## src/hdl/ooo_pkg.sv

```systemverilog
package ooo_pkg;

    //////////////////////////////
    // operation codes
    //////////////////////////////

    // integer unit takes the first four
    // multiplier takes OP_MUL only
    typedef enum logic [2:0] {
        OP_ADD = 3'd0,
        OP_SUB = 3'd1,
        OP_AND = 3'd2,
        OP_XOR = 3'd3,
        OP_MUL = 3'd4
    } op_t;

    //////////////////////////////
    // sizes
    //////////////////////////////

    // default data width
    localparam int XLEN_DEFAULT = 16;

    // default reorder buffer entries
    localparam int ROB_DEPTH_DEFAULT = 4;

    // architectural register file
    localparam int REG_NUM = 8;
    localparam int REG_IDX_W = 3;

endpackage

```

## src/hdl/int_unit.sv

```systemverilog
`timescale 1ns/100ps

module int_unit #(
    parameter int xlen = ooo_pkg::XLEN_DEFAULT,
    parameter int rob_depth = ooo_pkg::ROB_DEPTH_DEFAULT
) (
    input  logic                         clock,
    input  logic                         arst_n,
    input  logic                         alu_issue,
    input  ooo_pkg::op_t                 issue_op,
    input  logic [xlen-1:0]              issue_a,
    input  logic [xlen-1:0]              issue_b,
    input  logic [$clog2(rob_depth)-1:0] issue_tag,
    output logic                         alu_done,
    output logic [$clog2(rob_depth)-1:0] alu_tag,
    output logic [xlen-1:0]              alu_result
);
    import ooo_pkg::*;

    logic [xlen-1:0] alu_next;

    // single-cycle operation select, wraps modulo 2^xlen
    always_comb begin
        case (issue_op)
            OP_ADD:  alu_next = issue_a + issue_b;
            OP_SUB:  alu_next = issue_a - issue_b;
            OP_AND:  alu_next = issue_a & issue_b;
            OP_XOR:  alu_next = issue_a ^ issue_b;
            default: alu_next = '0;
        endcase
    end

    // done pulse, one cycle after issue
    always_ff @(posedge clock or negedge arst_n) begin
        if (!arst_n) begin
            alu_done <= 1'b0;
        end else begin
            alu_done <= alu_issue;
        end
    end

    // result and tag captured with the issue
    always_ff @(posedge clock) begin
        if (alu_issue) begin
            alu_tag    <= issue_tag;
            alu_result <= alu_next;
        end
    end

endmodule

```

## src/hdl/mul_control.sv

```systemverilog
`timescale 1ns/100ps

module mul_control #(
    parameter int rob_depth = ooo_pkg::ROB_DEPTH_DEFAULT,
    parameter int xlen = ooo_pkg::XLEN_DEFAULT
) (
    input  logic                         clock,
    input  logic                         arst_n,
    input  logic                         mul_issue,
    input  logic [$clog2(rob_depth)-1:0] issue_tag,
    input  logic                         mul_grant,
    input  logic                         last_step,
    output logic                         step_load,
    output logic                         step_en,
    output logic [$clog2(xlen)-1:0]      step_init,
    output logic                         mul_busy,
    output logic                         mul_done,
    output logic [$clog2(rob_depth)-1:0] mul_tag
);

    typedef enum logic [1:0] {
        s_idle,
        s_busy,
        s_done
    } state_t;

    state_t state, state_next;

    // xlen steps, counter runs from xlen-1 down to zero
    assign step_init = $clog2(xlen)'(xlen - 1);

    always_comb begin
        state_next = state;
        case (state)
            s_idle:  if (mul_issue) state_next = s_busy;
            s_busy:  if (last_step) state_next = s_done;
            // hold result until the buffer takes it
            s_done:  if (mul_grant) state_next = s_idle;
            default: state_next = s_idle;
        endcase
    end

    always_ff @(posedge clock or negedge arst_n) begin
        if (!arst_n) begin
            state <= s_idle;
        end else begin
            state <= state_next;
        end
    end

    // tag travels with the operation
    always_ff @(posedge clock) begin
        if (step_load) begin
            mul_tag <= issue_tag;
        end
    end

    // datapath and counter steering
    assign step_load = (state == s_idle) && mul_issue;
    assign step_en   = (state == s_busy);
    // busy covers the done wait as well
    assign mul_busy  = (state != s_idle);
    assign mul_done  = (state == s_done);

endmodule

```

## src/hdl/mul_step_counter.sv

```systemverilog
`timescale 1ns/100ps

module mul_step_counter #(
    parameter int xlen = ooo_pkg::XLEN_DEFAULT
) (
    input  logic                    clock,
    input  logic                    arst_n,
    input  logic                    step_load,
    input  logic                    step_en,
    input  logic [$clog2(xlen)-1:0] step_init,
    output logic                    last_step
);

    logic [$clog2(xlen)-1:0] count;

    // load on issue, count down while stepping
    always_ff @(posedge clock or negedge arst_n) begin
        if (!arst_n) begin
            count <= '0;
        end else if (step_load) begin
            count <= step_init;
        end else if (step_en && count != '0) begin
            count <= count - 1'b1;
        end
    end

    // zero marks the final shift-add step
    assign last_step = (count == '0);

endmodule

```

## src/hdl/mul_datapath.sv

```systemverilog
`timescale 1ns/100ps

module mul_datapath #(
    parameter int xlen = ooo_pkg::XLEN_DEFAULT
) (
    input  logic            clock,
    input  logic            arst_n,
    input  logic            step_load,
    input  logic            step_en,
    input  logic [xlen-1:0] issue_a,
    input  logic [xlen-1:0] issue_b,
    output logic [xlen-1:0] mul_result
);

    //////////////////////////////
    // shift-add registers
    //////////////////////////////

    logic [xlen-1:0] mcand;
    logic [xlen-1:0] mplier;
    logic [xlen-1:0] product;

    always_ff @(posedge clock or negedge arst_n) begin
        if (!arst_n) begin
            mcand   <= '0;
            mplier  <= '0;
            product <= '0;
        end else if (step_load) begin
            // fresh operands, cleared sum
            mcand   <= issue_a;
            mplier  <= issue_b;
            product <= '0;
        end else if (step_en) begin
            // add when low multiplier bit set
            if (mplier[0]) begin
                product <= product + mcand;
            end
            // upper product bits drop out here
            mcand  <= mcand << 1;
            mplier <= mplier >> 1;
        end
    end

    // low xlen bits only
    assign mul_result = product;

endmodule

```

## src/hdl/reorder_buffer.sv

```systemverilog
`timescale 1ns/100ps

module reorder_buffer #(
    parameter int xlen = ooo_pkg::XLEN_DEFAULT,
    parameter int rob_depth = ooo_pkg::ROB_DEPTH_DEFAULT
) (
    input  logic                             clock,
    input  logic                             arst_n,
    input  logic                             issue_valid,
    input  ooo_pkg::op_t                     issue_op,
    input  logic [ooo_pkg::REG_IDX_W-1:0]    issue_dest,
    input  logic                             mul_busy,
    output logic                             issue_stall,
    output logic                             alu_issue,
    output logic                             mul_issue,
    output logic [$clog2(rob_depth)-1:0]     issue_tag,
    input  logic                             alu_done,
    input  logic [$clog2(rob_depth)-1:0]     alu_tag,
    input  logic [xlen-1:0]                  alu_result,
    input  logic                             mul_done,
    input  logic [$clog2(rob_depth)-1:0]     mul_tag,
    input  logic [xlen-1:0]                  mul_result,
    output logic                             mul_grant,
    output logic                             commit_valid,
    output logic [ooo_pkg::REG_IDX_W-1:0]    commit_dest,
    output logic [xlen-1:0]                  commit_data,
    output logic [$clog2(rob_depth)-1:0]     commit_tag
);
    import ooo_pkg::*;

    localparam int tag_w = $clog2(rob_depth);
    localparam int cnt_w = $clog2(rob_depth + 1);

    // entry storage
    logic [REG_IDX_W-1:0] dest_q [rob_depth];
    logic [xlen-1:0]      value_q [rob_depth];
    logic [rob_depth-1:0] done_q;

    logic [tag_w-1:0] head;
    logic [tag_w-1:0] tail;
    logic [cnt_w-1:0] count;

    logic             full;
    logic             accept;
    logic             cpl_valid;
    logic [tag_w-1:0] cpl_tag;
    logic [xlen-1:0]  cpl_value;

    // circular increment, depth need not be a power of two
    function automatic logic [tag_w-1:0] ptr_next(input logic [tag_w-1:0] ptr);
        if (ptr == tag_w'(rob_depth - 1)) begin
            return '0;
        end
        return ptr + 1'b1;
    endfunction

    //////////////////////////////
    // dispatch
    //////////////////////////////

    assign full = (count == cnt_w'(rob_depth));

    // single multiplier, so a second multiply waits
    assign issue_stall = full || (issue_op == OP_MUL && mul_busy);
    assign accept      = issue_valid && !issue_stall;

    // exactly one unit gets the accepted operation
    assign alu_issue = accept && (issue_op != OP_MUL);
    assign mul_issue = accept && (issue_op == OP_MUL);
    assign issue_tag = tail;

    //////////////////////////////
    // completion select
    //////////////////////////////

    // integer unit first, it cannot hold its result
    assign mul_grant = mul_done && !alu_done;
    assign cpl_valid = alu_done || mul_done;
    assign cpl_tag   = alu_done ? alu_tag : mul_tag;
    assign cpl_value = alu_done ? alu_result : mul_result;

    //////////////////////////////
    // retire
    //////////////////////////////

    // oldest entry leaves once finished
    assign commit_valid = (count != '0) && done_q[head];
    assign commit_dest  = dest_q[head];
    assign commit_data  = value_q[head];
    assign commit_tag   = head;

    always_ff @(posedge clock or negedge arst_n) begin
        if (!arst_n) begin
            head   <= '0;
            tail   <= '0;
            count  <= '0;
            done_q <= '0;
        end else begin
            if (accept) begin
                tail         <= ptr_next(tail);
                done_q[tail] <= 1'b0;
            end
            // completion never targets the free tail slot
            if (cpl_valid) begin
                done_q[cpl_tag] <= 1'b1;
            end
            if (commit_valid) begin
                head <= ptr_next(head);
            end
            count <= count + cnt_w'(accept) - cnt_w'(commit_valid);
        end
    end

    // destination at dispatch, value at completion
    always_ff @(posedge clock) begin
        if (accept) begin
            dest_q[tail] <= issue_dest;
        end
        if (cpl_valid) begin
            value_q[cpl_tag] <= cpl_value;
        end
    end

endmodule

```

## src/hdl/register_file.sv

```systemverilog
`timescale 1ns/100ps

module register_file #(
    parameter int xlen = ooo_pkg::XLEN_DEFAULT
) (
    input  logic                                     clock,
    input  logic                                     arst_n,
    input  logic                                     commit_valid,
    input  logic [ooo_pkg::REG_IDX_W-1:0]            commit_dest,
    input  logic [xlen-1:0]                          commit_data,
    output logic [ooo_pkg::REG_NUM-1:0][xlen-1:0]    registers
);

    //////////////////////////////
    // architectural state
    //////////////////////////////

    // written only at retire, so always in program order
    always_ff @(posedge clock or negedge arst_n) begin
        if (!arst_n) begin
            registers <= '0;
        end else if (commit_valid) begin
            registers[commit_dest] <= commit_data;
        end
    end

    // every register visible at the port
    // no read ports, operands come with the operation

endmodule

```

## src/hdl/ooo_core.sv

```systemverilog
`timescale 1ns/100ps

module ooo_core #(
    parameter int xlen = ooo_pkg::XLEN_DEFAULT,
    parameter int rob_depth = ooo_pkg::ROB_DEPTH_DEFAULT
) (
    input  logic                                  clock,
    input  logic                                  arst_n,
    input  logic                                  issue_valid,
    input  ooo_pkg::op_t                          issue_op,
    input  logic [ooo_pkg::REG_IDX_W-1:0]         issue_dest,
    input  logic [xlen-1:0]                       issue_a,
    input  logic [xlen-1:0]                       issue_b,
    output logic                                  issue_stall,
    output logic                                  commit_valid,
    output logic [ooo_pkg::REG_IDX_W-1:0]         commit_dest,
    output logic [xlen-1:0]                       commit_data,
    output logic [$clog2(rob_depth)-1:0]          commit_tag,
    output logic [ooo_pkg::REG_NUM-1:0][xlen-1:0] registers
);

    localparam int tag_w = $clog2(rob_depth);

    // issue side
    logic             alu_issue;
    logic             mul_issue;
    logic [tag_w-1:0] issue_tag;

    // completion side
    logic             alu_done;
    logic [tag_w-1:0] alu_tag;
    logic [xlen-1:0]  alu_result;
    logic             mul_done;
    logic [tag_w-1:0] mul_tag;
    logic [xlen-1:0]  mul_result;
    logic             mul_grant;
    logic             mul_busy;

    // multiplier steering
    logic                    step_load;
    logic                    step_en;
    logic                    last_step;
    logic [$clog2(xlen)-1:0] step_init;

    //////////////////////////////
    // execution units
    //////////////////////////////

    int_unit #(.xlen(xlen), .rob_depth(rob_depth)) u_int_unit (
        .clock, .arst_n, .alu_issue, .issue_op, .issue_a, .issue_b, .issue_tag,
        .alu_done, .alu_tag, .alu_result
    );

    mul_control #(.rob_depth(rob_depth), .xlen(xlen)) u_mul_control (
        .clock, .arst_n, .mul_issue, .issue_tag, .mul_grant, .last_step,
        .step_load, .step_en, .step_init, .mul_busy, .mul_done, .mul_tag
    );

    mul_step_counter #(.xlen(xlen)) u_mul_step_counter (
        .clock, .arst_n, .step_load, .step_en, .step_init, .last_step
    );

    mul_datapath #(.xlen(xlen)) u_mul_datapath (
        .clock, .arst_n, .step_load, .step_en, .issue_a, .issue_b, .mul_result
    );

    //////////////////////////////
    // ordering and state
    //////////////////////////////

    reorder_buffer #(.xlen(xlen), .rob_depth(rob_depth)) u_reorder_buffer (
        .clock, .arst_n, .issue_valid, .issue_op, .issue_dest, .mul_busy,
        .issue_stall, .alu_issue, .mul_issue, .issue_tag,
        .alu_done, .alu_tag, .alu_result, .mul_done, .mul_tag, .mul_result,
        .mul_grant, .commit_valid, .commit_dest, .commit_data, .commit_tag
    );

    register_file #(.xlen(xlen)) u_register_file (
        .clock, .arst_n, .commit_valid, .commit_dest, .commit_data, .registers
    );

endmodule

```

## config.mk

```make
export PLATFORM = sky130hd
export DESIGN_NAME = ooo_core
export DESIGN_NICKNAME = d
export VERILOG_FILES = /design/src/hdl/ooo_pkg.sv /design/src/hdl/int_unit.sv /design/src/hdl/mul_control.sv /design/src/hdl/mul_step_counter.sv /design/src/hdl/mul_datapath.sv /design/src/hdl/reorder_buffer.sv /design/src/hdl/register_file.sv /design/src/hdl/ooo_core.sv
export SDC_FILE = /design/constraint.sdc
export NUM_CORES = 1
export LEC_CHECK = 0
export ABC_AREA = 1
export BUFFER_PORTS_ARGS = -buffer_cell sky130_fd_sc_hd__buf_2
export CAP_MARGIN = 20
export CORE_MARGIN = 3
export CORE_UTILIZATION = 50
export CTS_CLUSTER_DIAMETER = 150
export CTS_CLUSTER_SIZE = 20
export DETAILED_ROUTE_END_ITERATION = 16
export PLACE_DENSITY = 0.73
export SKIP_LAST_GASP = 1
export SLEW_MARGIN = 5
export SYNTH_ARGS = -nofsm -noshare
export SYNTH_HDL_FRONTEND = slang
export SYNTH_SLANG_ARGS = --single-unit
export TNS_END_PERCENT = 100
```

## constraint.sdc

```tcl
create_clock -name clock -period 2.4 [get_ports clock]
set_input_delay 0.24 -clock clock [delete_from_list [all_inputs] [get_ports clock]]
set_output_delay 0.24 -clock clock [all_outputs]
set_load 0.1 [all_outputs]
```

# [Word level (Yosys, flattened, before mapping)]
# Memory sizes are Yosys's and may differ from the RTL's.
# Cells that the tools add are included.
[op_classes] muxes=39 bitwise_logic=5 addsub=8 eq_ne=13 n_lt_le_gt_ge=7 n_reduce_logical=26
[op_table] op="$mux W16" n=9
[op_table] op="$bwmux W128" n=1
[op_table] op="$pmux W16 S4" n=1
[op_table] op="$demux W16 S3" n=1
[op_table] op="$add A16 B16 Y16" n=2
[op_table] op="$and A16 B16 Y16" n=1
[op_table] op="$mux W2" n=8
[op_table] op="$mux W4" n=4
[op_table] op="$sub A16 B16 Y16" n=1
[op_table] op="$xor A16 B16 Y16" n=1
[op_table] op="$logic_and A1 B1 Y1" n=11
[op_table] op="$mux W1" n=11
[op_table] op="$lt A2 B3 Y1 const B" n=3
[op_table] op="$reduce_bool A2 Y1" n=4
[op_table] op="$eq A2 B2 Y1 const B" n=3
[op_table] op="$eq A3 B2 Y1 const B" n=2
[op_table] op="$eq A3 B3 Y1 const B" n=2
[op_table] op="$pmux W2 S3" n=1
[op_table] op="$add A2 B1 Y2 const B" n=2
[op_table] op="$and A4 B4 Y4" n=1
[op_table] op="$demux W1 S2" n=2
[op_table] op="$ge A2 B1 Y1 const B" n=2
[op_table] op="$logic_not A4 Y1" n=1
[op_table] op="$lt A3 B4 Y1 const B" n=1
[op_table] op="other kinds (20)" n=23
[totals] input_bits=41 regBits=214 memories=2 out_inout_bits=151 mem_bits_rw=76 elab_cells=121
[memory_table] memory="u_reorder_buffer.value_q" words=4 width=16 read_ports=1 rd_clocked_by_memory_dff=0 wr=1 line_no="reorder_buffer.sv:36" text="logic [xlen-1:0] value_q [rob_depth];"
[memory_table] memory="u_reorder_buffer.dest_q" words=4 width=3 read_ports=1 rd_clocked_by_memory_dff=0 wr=1 line_no="reorder_buffer.sv:35" text="logic [REG_IDX_W-1:0] dest_q [rob_depth];"

# [Longest topological paths before layout]
[logic_depth] word_depth=9 depth_mapped=18 ltp_nobuf=18

# [Modules after synthesis]
# Synthesis repeated with hierarchy kept, for this count alone.
[unflattened] cells_unflattened=1712 hier_area_um2=14760.4
[modules_own_cells] mod="register_file" seq_area_each_um2=3203.1 instances=1 cells_per_inst=579 area_each_um2=5032.3
[modules_own_cells] mod="reorder_buffer" seq_area_each_um2=2557.5 instances=1 cells_per_inst=348 area_each_um2=3868.7
[modules_own_cells] mod="mul_datapath" seq_area_each_um2=1201.2 instances=1 cells_per_inst=383 area_each_um2=2904.0
[modules_own_cells] mod="int_unit" seq_area_each_um2=565.5 instances=1 cells_per_inst=332 area_each_um2=2453.6
[modules_own_cells] mod="mul_step_counter" seq_area_each_um2=100.1 instances=1 cells_per_inst=46 area_each_um2=295.3
[modules_own_cells] mod="mul_control" seq_area_each_um2=110.1 instances=1 cells_per_inst=24 area_each_um2=206.4

# [Worst setup path before layout]
# Ideal clock, no wire load.
[synth_path] kind="reg-to-reg" startpoint="register u_reorder_buffer.head[0], in the netlist u_reorder_buffer.commit_tag[0]" endpoint="register u_register_file.registers[114] in the netlist's numbering" synth_period_minus_slack_ns=3.800 required_ns=2.318 setup_time_ns=0.082 stages_incl_launch_ff=7 arrival_ns=3.719 slack_ns=-1.400 path_cell_list="dfrtp_1 > buf_6 > buf_6 > nand2_1 > a32oi_1 > inv_1 > o21ai_1"
[synth_between] word_cells_on_any_way=11
[synth_lines] item="from (decl)" line_no="reorder_buffer.sv:39" text="logic [tag_w-1:0] head;"
[synth_lines] item="from (signal assigned)" line_no="reorder_buffer.sv:108" text="head <= ptr_next(head);"
[synth_lines] item="$mem_v2 Z4 W16"
[synth_lines] item="named net commit_data[2]" line_no="ooo_core.sv:17" text="output logic [xlen-1:0] commit_data,"
[synth_lines] item="$bwmux W128" line_no="register_file.sv:23" text="registers[commit_dest] <= commit_data;"
[synth_lines] item="to (signal, indexed assignment)" line_no="register_file.sv:23"
[synth_lines] item="to (decl)" line_no="register_file.sv:11" text="output logic [ooo_pkg::REG_NUM-1:0][xlen-1:0] registers"
# The timed path passes the listed nets, and every way through them passes these cells. The select of a mux whose other input is x is not followed.
# A chain may end at the register's enable or synchronous reset.

# [Final worst setup path]
[layout_path] startpoint="register u_reorder_buffer.head[1], in the netlist u_reorder_buffer.commit_tag[1]" endpoint="register u_reorder_buffer.count[2]"
[layout_between] elab_chain_cells=4
[layout_lines] item="$bmux W1 S2" line_no="reorder_buffer.sv:87" text="assign commit_valid = (count != '0) && done_q[head];"
[layout_lines] item="$mux W1 (implied by the code)" line_no="reorder_buffer.sv:87"
[layout_lines] item="$logic_and A1 B1 Y1" line_no="reorder_buffer.sv:87"
[layout_lines] item="$sub A3 B1 Y3" line_no="reorder_buffer.sv:110" text="count <= count + cnt_w'(accept) - cnt_w'(commit_valid);"
[layout_lines] item="to (signal assigned)" line_no="reorder_buffer.sv:110"
[layout_lines] item="to (decl)" line_no="reorder_buffer.sv:41" text="logic [cnt_w-1:0] count;"
# No other way between the ends. The select of a mux whose other input is x is not followed.

==> impl_metrics.env <==
export IMPL_setup_viol=0
export IMPL_drv_cap=0
export IMPL_holdPathStages=3
export IMPL_antenna_found_initial=0
export IMPL_overflow=0
export IMPL_dp_cells=2234
export IMPL_worst_r2r_endpoint="u_reorder_buffer.count[2]$_DFF_PN0_"
export IMPL_drt_first_pass_iters=5
export IMPL_ys_ff_latch=290
export IMPL_drive_above_1_share_pct=23.6
export IMPL_placement_io_buffers=191
export IMPL_syn_avg_cell_area_um2=9.04
export IMPL_synth_fp_nets=1716
export IMPL_drt_iter0_markers=1151
export IMPL_area_delta_synth_final_pct=22.6
export IMPL_end_kind="flip-flop"
export IMPL_cp_arrival_ns=2.72
export IMPL_grt_start_max_net_pins=69
export IMPL_initial_core_util_pct=51.6
export IMPL_outcome="finished, final reports clean"
export IMPL_track_usage_pct=26.0
export IMPL_rows=61
export IMPL_async_flop_share_pct=66.9
export IMPL_cts_tree="built"
export IMPL_skew_ns=0.0201
export IMPL_period_share_pct=97.1
export IMPL_grt_pass1_wl_um=64000
export IMPL_min_period_ns=2.33
export IMPL_synth_seq_area_share_pct=52.9
export IMPL_die_x_um=177
export IMPL_start_kind="flip-flop"
export IMPL_final_core_util_pct=63.3
export IMPL_vias=12200
export IMPL_synth_ff_type="dfrtp_1"
export IMPL_ff2ff_setup_slack_ns=0.07
export IMPL_antenna_left=0
export IMPL_final_common_cell="nand2_1"
export IMPL_final_cell_mix="nand2_1 (534), dfrtp_1 (192), buf_2 (171), inv_1 (155), buf_4 (114)"
export IMPL_clk_latency_ns=0.51
export IMPL_critical_path_class="flip-flop to flip-flop"
export IMPL_hp_start="issue_a[6]"
export IMPL_fmax_ghz=0.429
export IMPL_crit_path_max_fanout=7
export IMPL_drt_vias_per_instance=5.35
export IMPL_routedWlPerCell_um=18.0
export IMPL_die_y_um=177
export IMPL_ios=192
export IMPL_timing_rr_start="u_reorder_buffer.commit_tag[1]$_DFFE_PN0P_"
export IMPL_root_buffer="clkbuf_16"
export IMPL_gp_congestion=0.924
export IMPL_synth_warnings=0
export IMPL_worstMarginPinSlew_ns=0.675
export IMPL_grt_pass1_vias=11900
export IMPL_layout_nets=1996
export IMPL_die_area_um2=31300
export IMPL_dp_hpwl_um=29400
export IMPL_netlist_area_um2=14600
export IMPL_slew_headroom_pct=54.5
export IMPL_slew_viol_final=0
export IMPL_core_area_um2=28300
export IMPL_clkTransAtPathRegs_ns=0.08
export IMPL_antenna_cells=0
export IMPL_synth_edf_count=96
export IMPL_holdPathEnd="u_mul_datapath.mcand[6]$_DFFE_PN0P_"
export IMPL_r2r_cells=13
export IMPL_rsz0062_at_grt="yes"
export IMPL_syn_inst=1617
export IMPL_ys_types=46
export IMPL_post_route_drc_count=0
export IMPL_postRouteWirelength_um=41100
export IMPL_clock_path_buffers=3
export IMPL_worstHoldPathType="input port to flip-flop"
export IMPL_timing_hold_violations_final=0
export IMPL_fin_cells=2283
export IMPL_cts_sinks=290
export IMPL_cp_data_required_time_ns=2.79
export IMPL_numCtsBuffers=18
export IMPL_htreeDepth=1
-- critical path, stage by stage (launching register included) --
cell	delay [ns]
dfrtp_4	0.54
inv_2	0.14
nor2_1	0.07
o21ai_1	0.09
nand2_2	0.08
nand2_4	0.16
inv_12	0.06
ha_4	0.21
inv_2	0.06
ha_4	0.12
inv_2	0.04
fa_2	0.38
xnor2_2	0.15
xor2_1	0.14
-- stage by stage --
step | worst slack, ns | hold slack [ns] | instance area (µm²) | setup TNS (ns)
floorplan | -0.123 | -0.0556 | 14900 | -0.142
global placement | -0.237 | 0.267 | 17200 | -1.37
detailed placement | -0.302 | 0.277 | 17200 | -1.73
CTS | 0.0352 | 0.0333 | 17900 | 0
global route | -0.0256 | 0.0465 | 17900 | -0.0435
finish | 0.0704 | 0.0452 | 17900 | 0
-- kinds of logic (layout without fill, tap and decap cells) --
group / count (synthesis) / after routing / share of synthesized area (%)
and+or+nand+nor: 742 / 742 / 21.4
DFF: 290 / 290 / 52.9
AOI/OAI and AO/OA: 279 / 279 / 12.1
buffers and inverters: 225 / 513 / 7.03
adders and majority gates: 58 / 58 / 5.12
xor gates and xnor gates: 23 / 23 / 1.38
-- area by class of cell --
class | count | area, µm²
tap | 378 | 473
inverter | 164 | 636
clock buffer | 27 | 505
sequential | 290 | 7740
clock inverter | 1 | 11.3
multi-input combinational | 1102 | 6170
fill | 2356 | 10400
timing repair buffer | 321 | 2380
-- routing by layer --
| layer | vias to the layer above | track usage [%] | part of all wire [%] |
|---|---|---|---|
| li1 | 5883 | - | - |
| met1 | 5820 | 34.7 | 42 |
| met2 | 421 | 44.0 | 48 |
| met3 | 81 | 3.05 | 6.8 |
| met4 | 0 | 9.07 | 3.7 |
| met5 | - | 0 | 0 |
-- cell usage after synthesis, types with 16 or more instances --
cell type / instances / area share (%)
a21oi_1: 45 / 1.5
buf_2: 18 / 0.62
dfrtp_1: 194 / 33
edfxtp_1: 96 / 20
ha_1: 55 / 4.7
inv_1: 157 / 4.0
nand2_1: 535 / 14
nand3_1: 105 / 3.6
nor2_1: 52 / 1.3
o211ai_1: 16 / 0.82
o21ai_0: 55 / 1.9
o21ai_1: 76 / 2.6
o21ai_2: 50 / 3.0
-- worst max-delay path by stage --
stage | from | depth (start not counted) | endpoint | slack, ns
floorplan | u_reorder_buffer.commit_tag[0]$_DFFE_PN0P_ | 14 | u_reorder_buffer.count[2]$_DFF_PN0_ | -0.12
global placement | issue_b[0] | 16 | u_int_unit.alu_result[15]$_SDFFCE_PN0P_ | -0.24
detailed placement | issue_b[0] | 17 | u_int_unit.alu_result[15]$_SDFFCE_PN0P_ | -0.30
CTS | u_reorder_buffer.commit_tag[1]$_DFFE_PN0P_ | 5 | commit_data[8] | 0.04
global route | u_reorder_buffer.commit_tag[1]$_DFFE_PN0P_ | 13 | u_reorder_buffer.count[2]$_DFF_PN0_ | -0.03
finish | u_reorder_buffer.commit_tag[1]$_DFFE_PN0P_ | 13 | u_reorder_buffer.count[2]$_DFF_PN0_ | 0.07
-- timing repair --
item	in CTS	in global routing
endpoints found under the hold margin	75	0
setup endpoints to repair	17	12
resized for setup	3	3
hold buffers	4	0
setup buffers	15	1
pin swaps	14	1
cloned	0	1
-- registers in the layout (all words and copies together), names as in the netlist --
name,count
u_int_unit.alu_done,1
u_int_unit.alu_result,16
u_int_unit.alu_tag,2
u_mul_control.mul_tag,2
u_mul_control.state,2
u_mul_datapath.mcand,16
u_mul_datapath.mplier,16
u_mul_datapath.mul_result,16
u_mul_step_counter.count,4
u_register_file.registers,128
u_reorder_buffer.commit_tag,2
u_reorder_buffer.count,3
u_reorder_buffer.dest_q,12
u_reorder_buffer.done_q,4
u_reorder_buffer.issue_tag,2
u_reorder_buffer.value_q,64
Power is not shown: default switching activity piles up to over one toggle a cycle in this logic, so the estimate is an artifact.
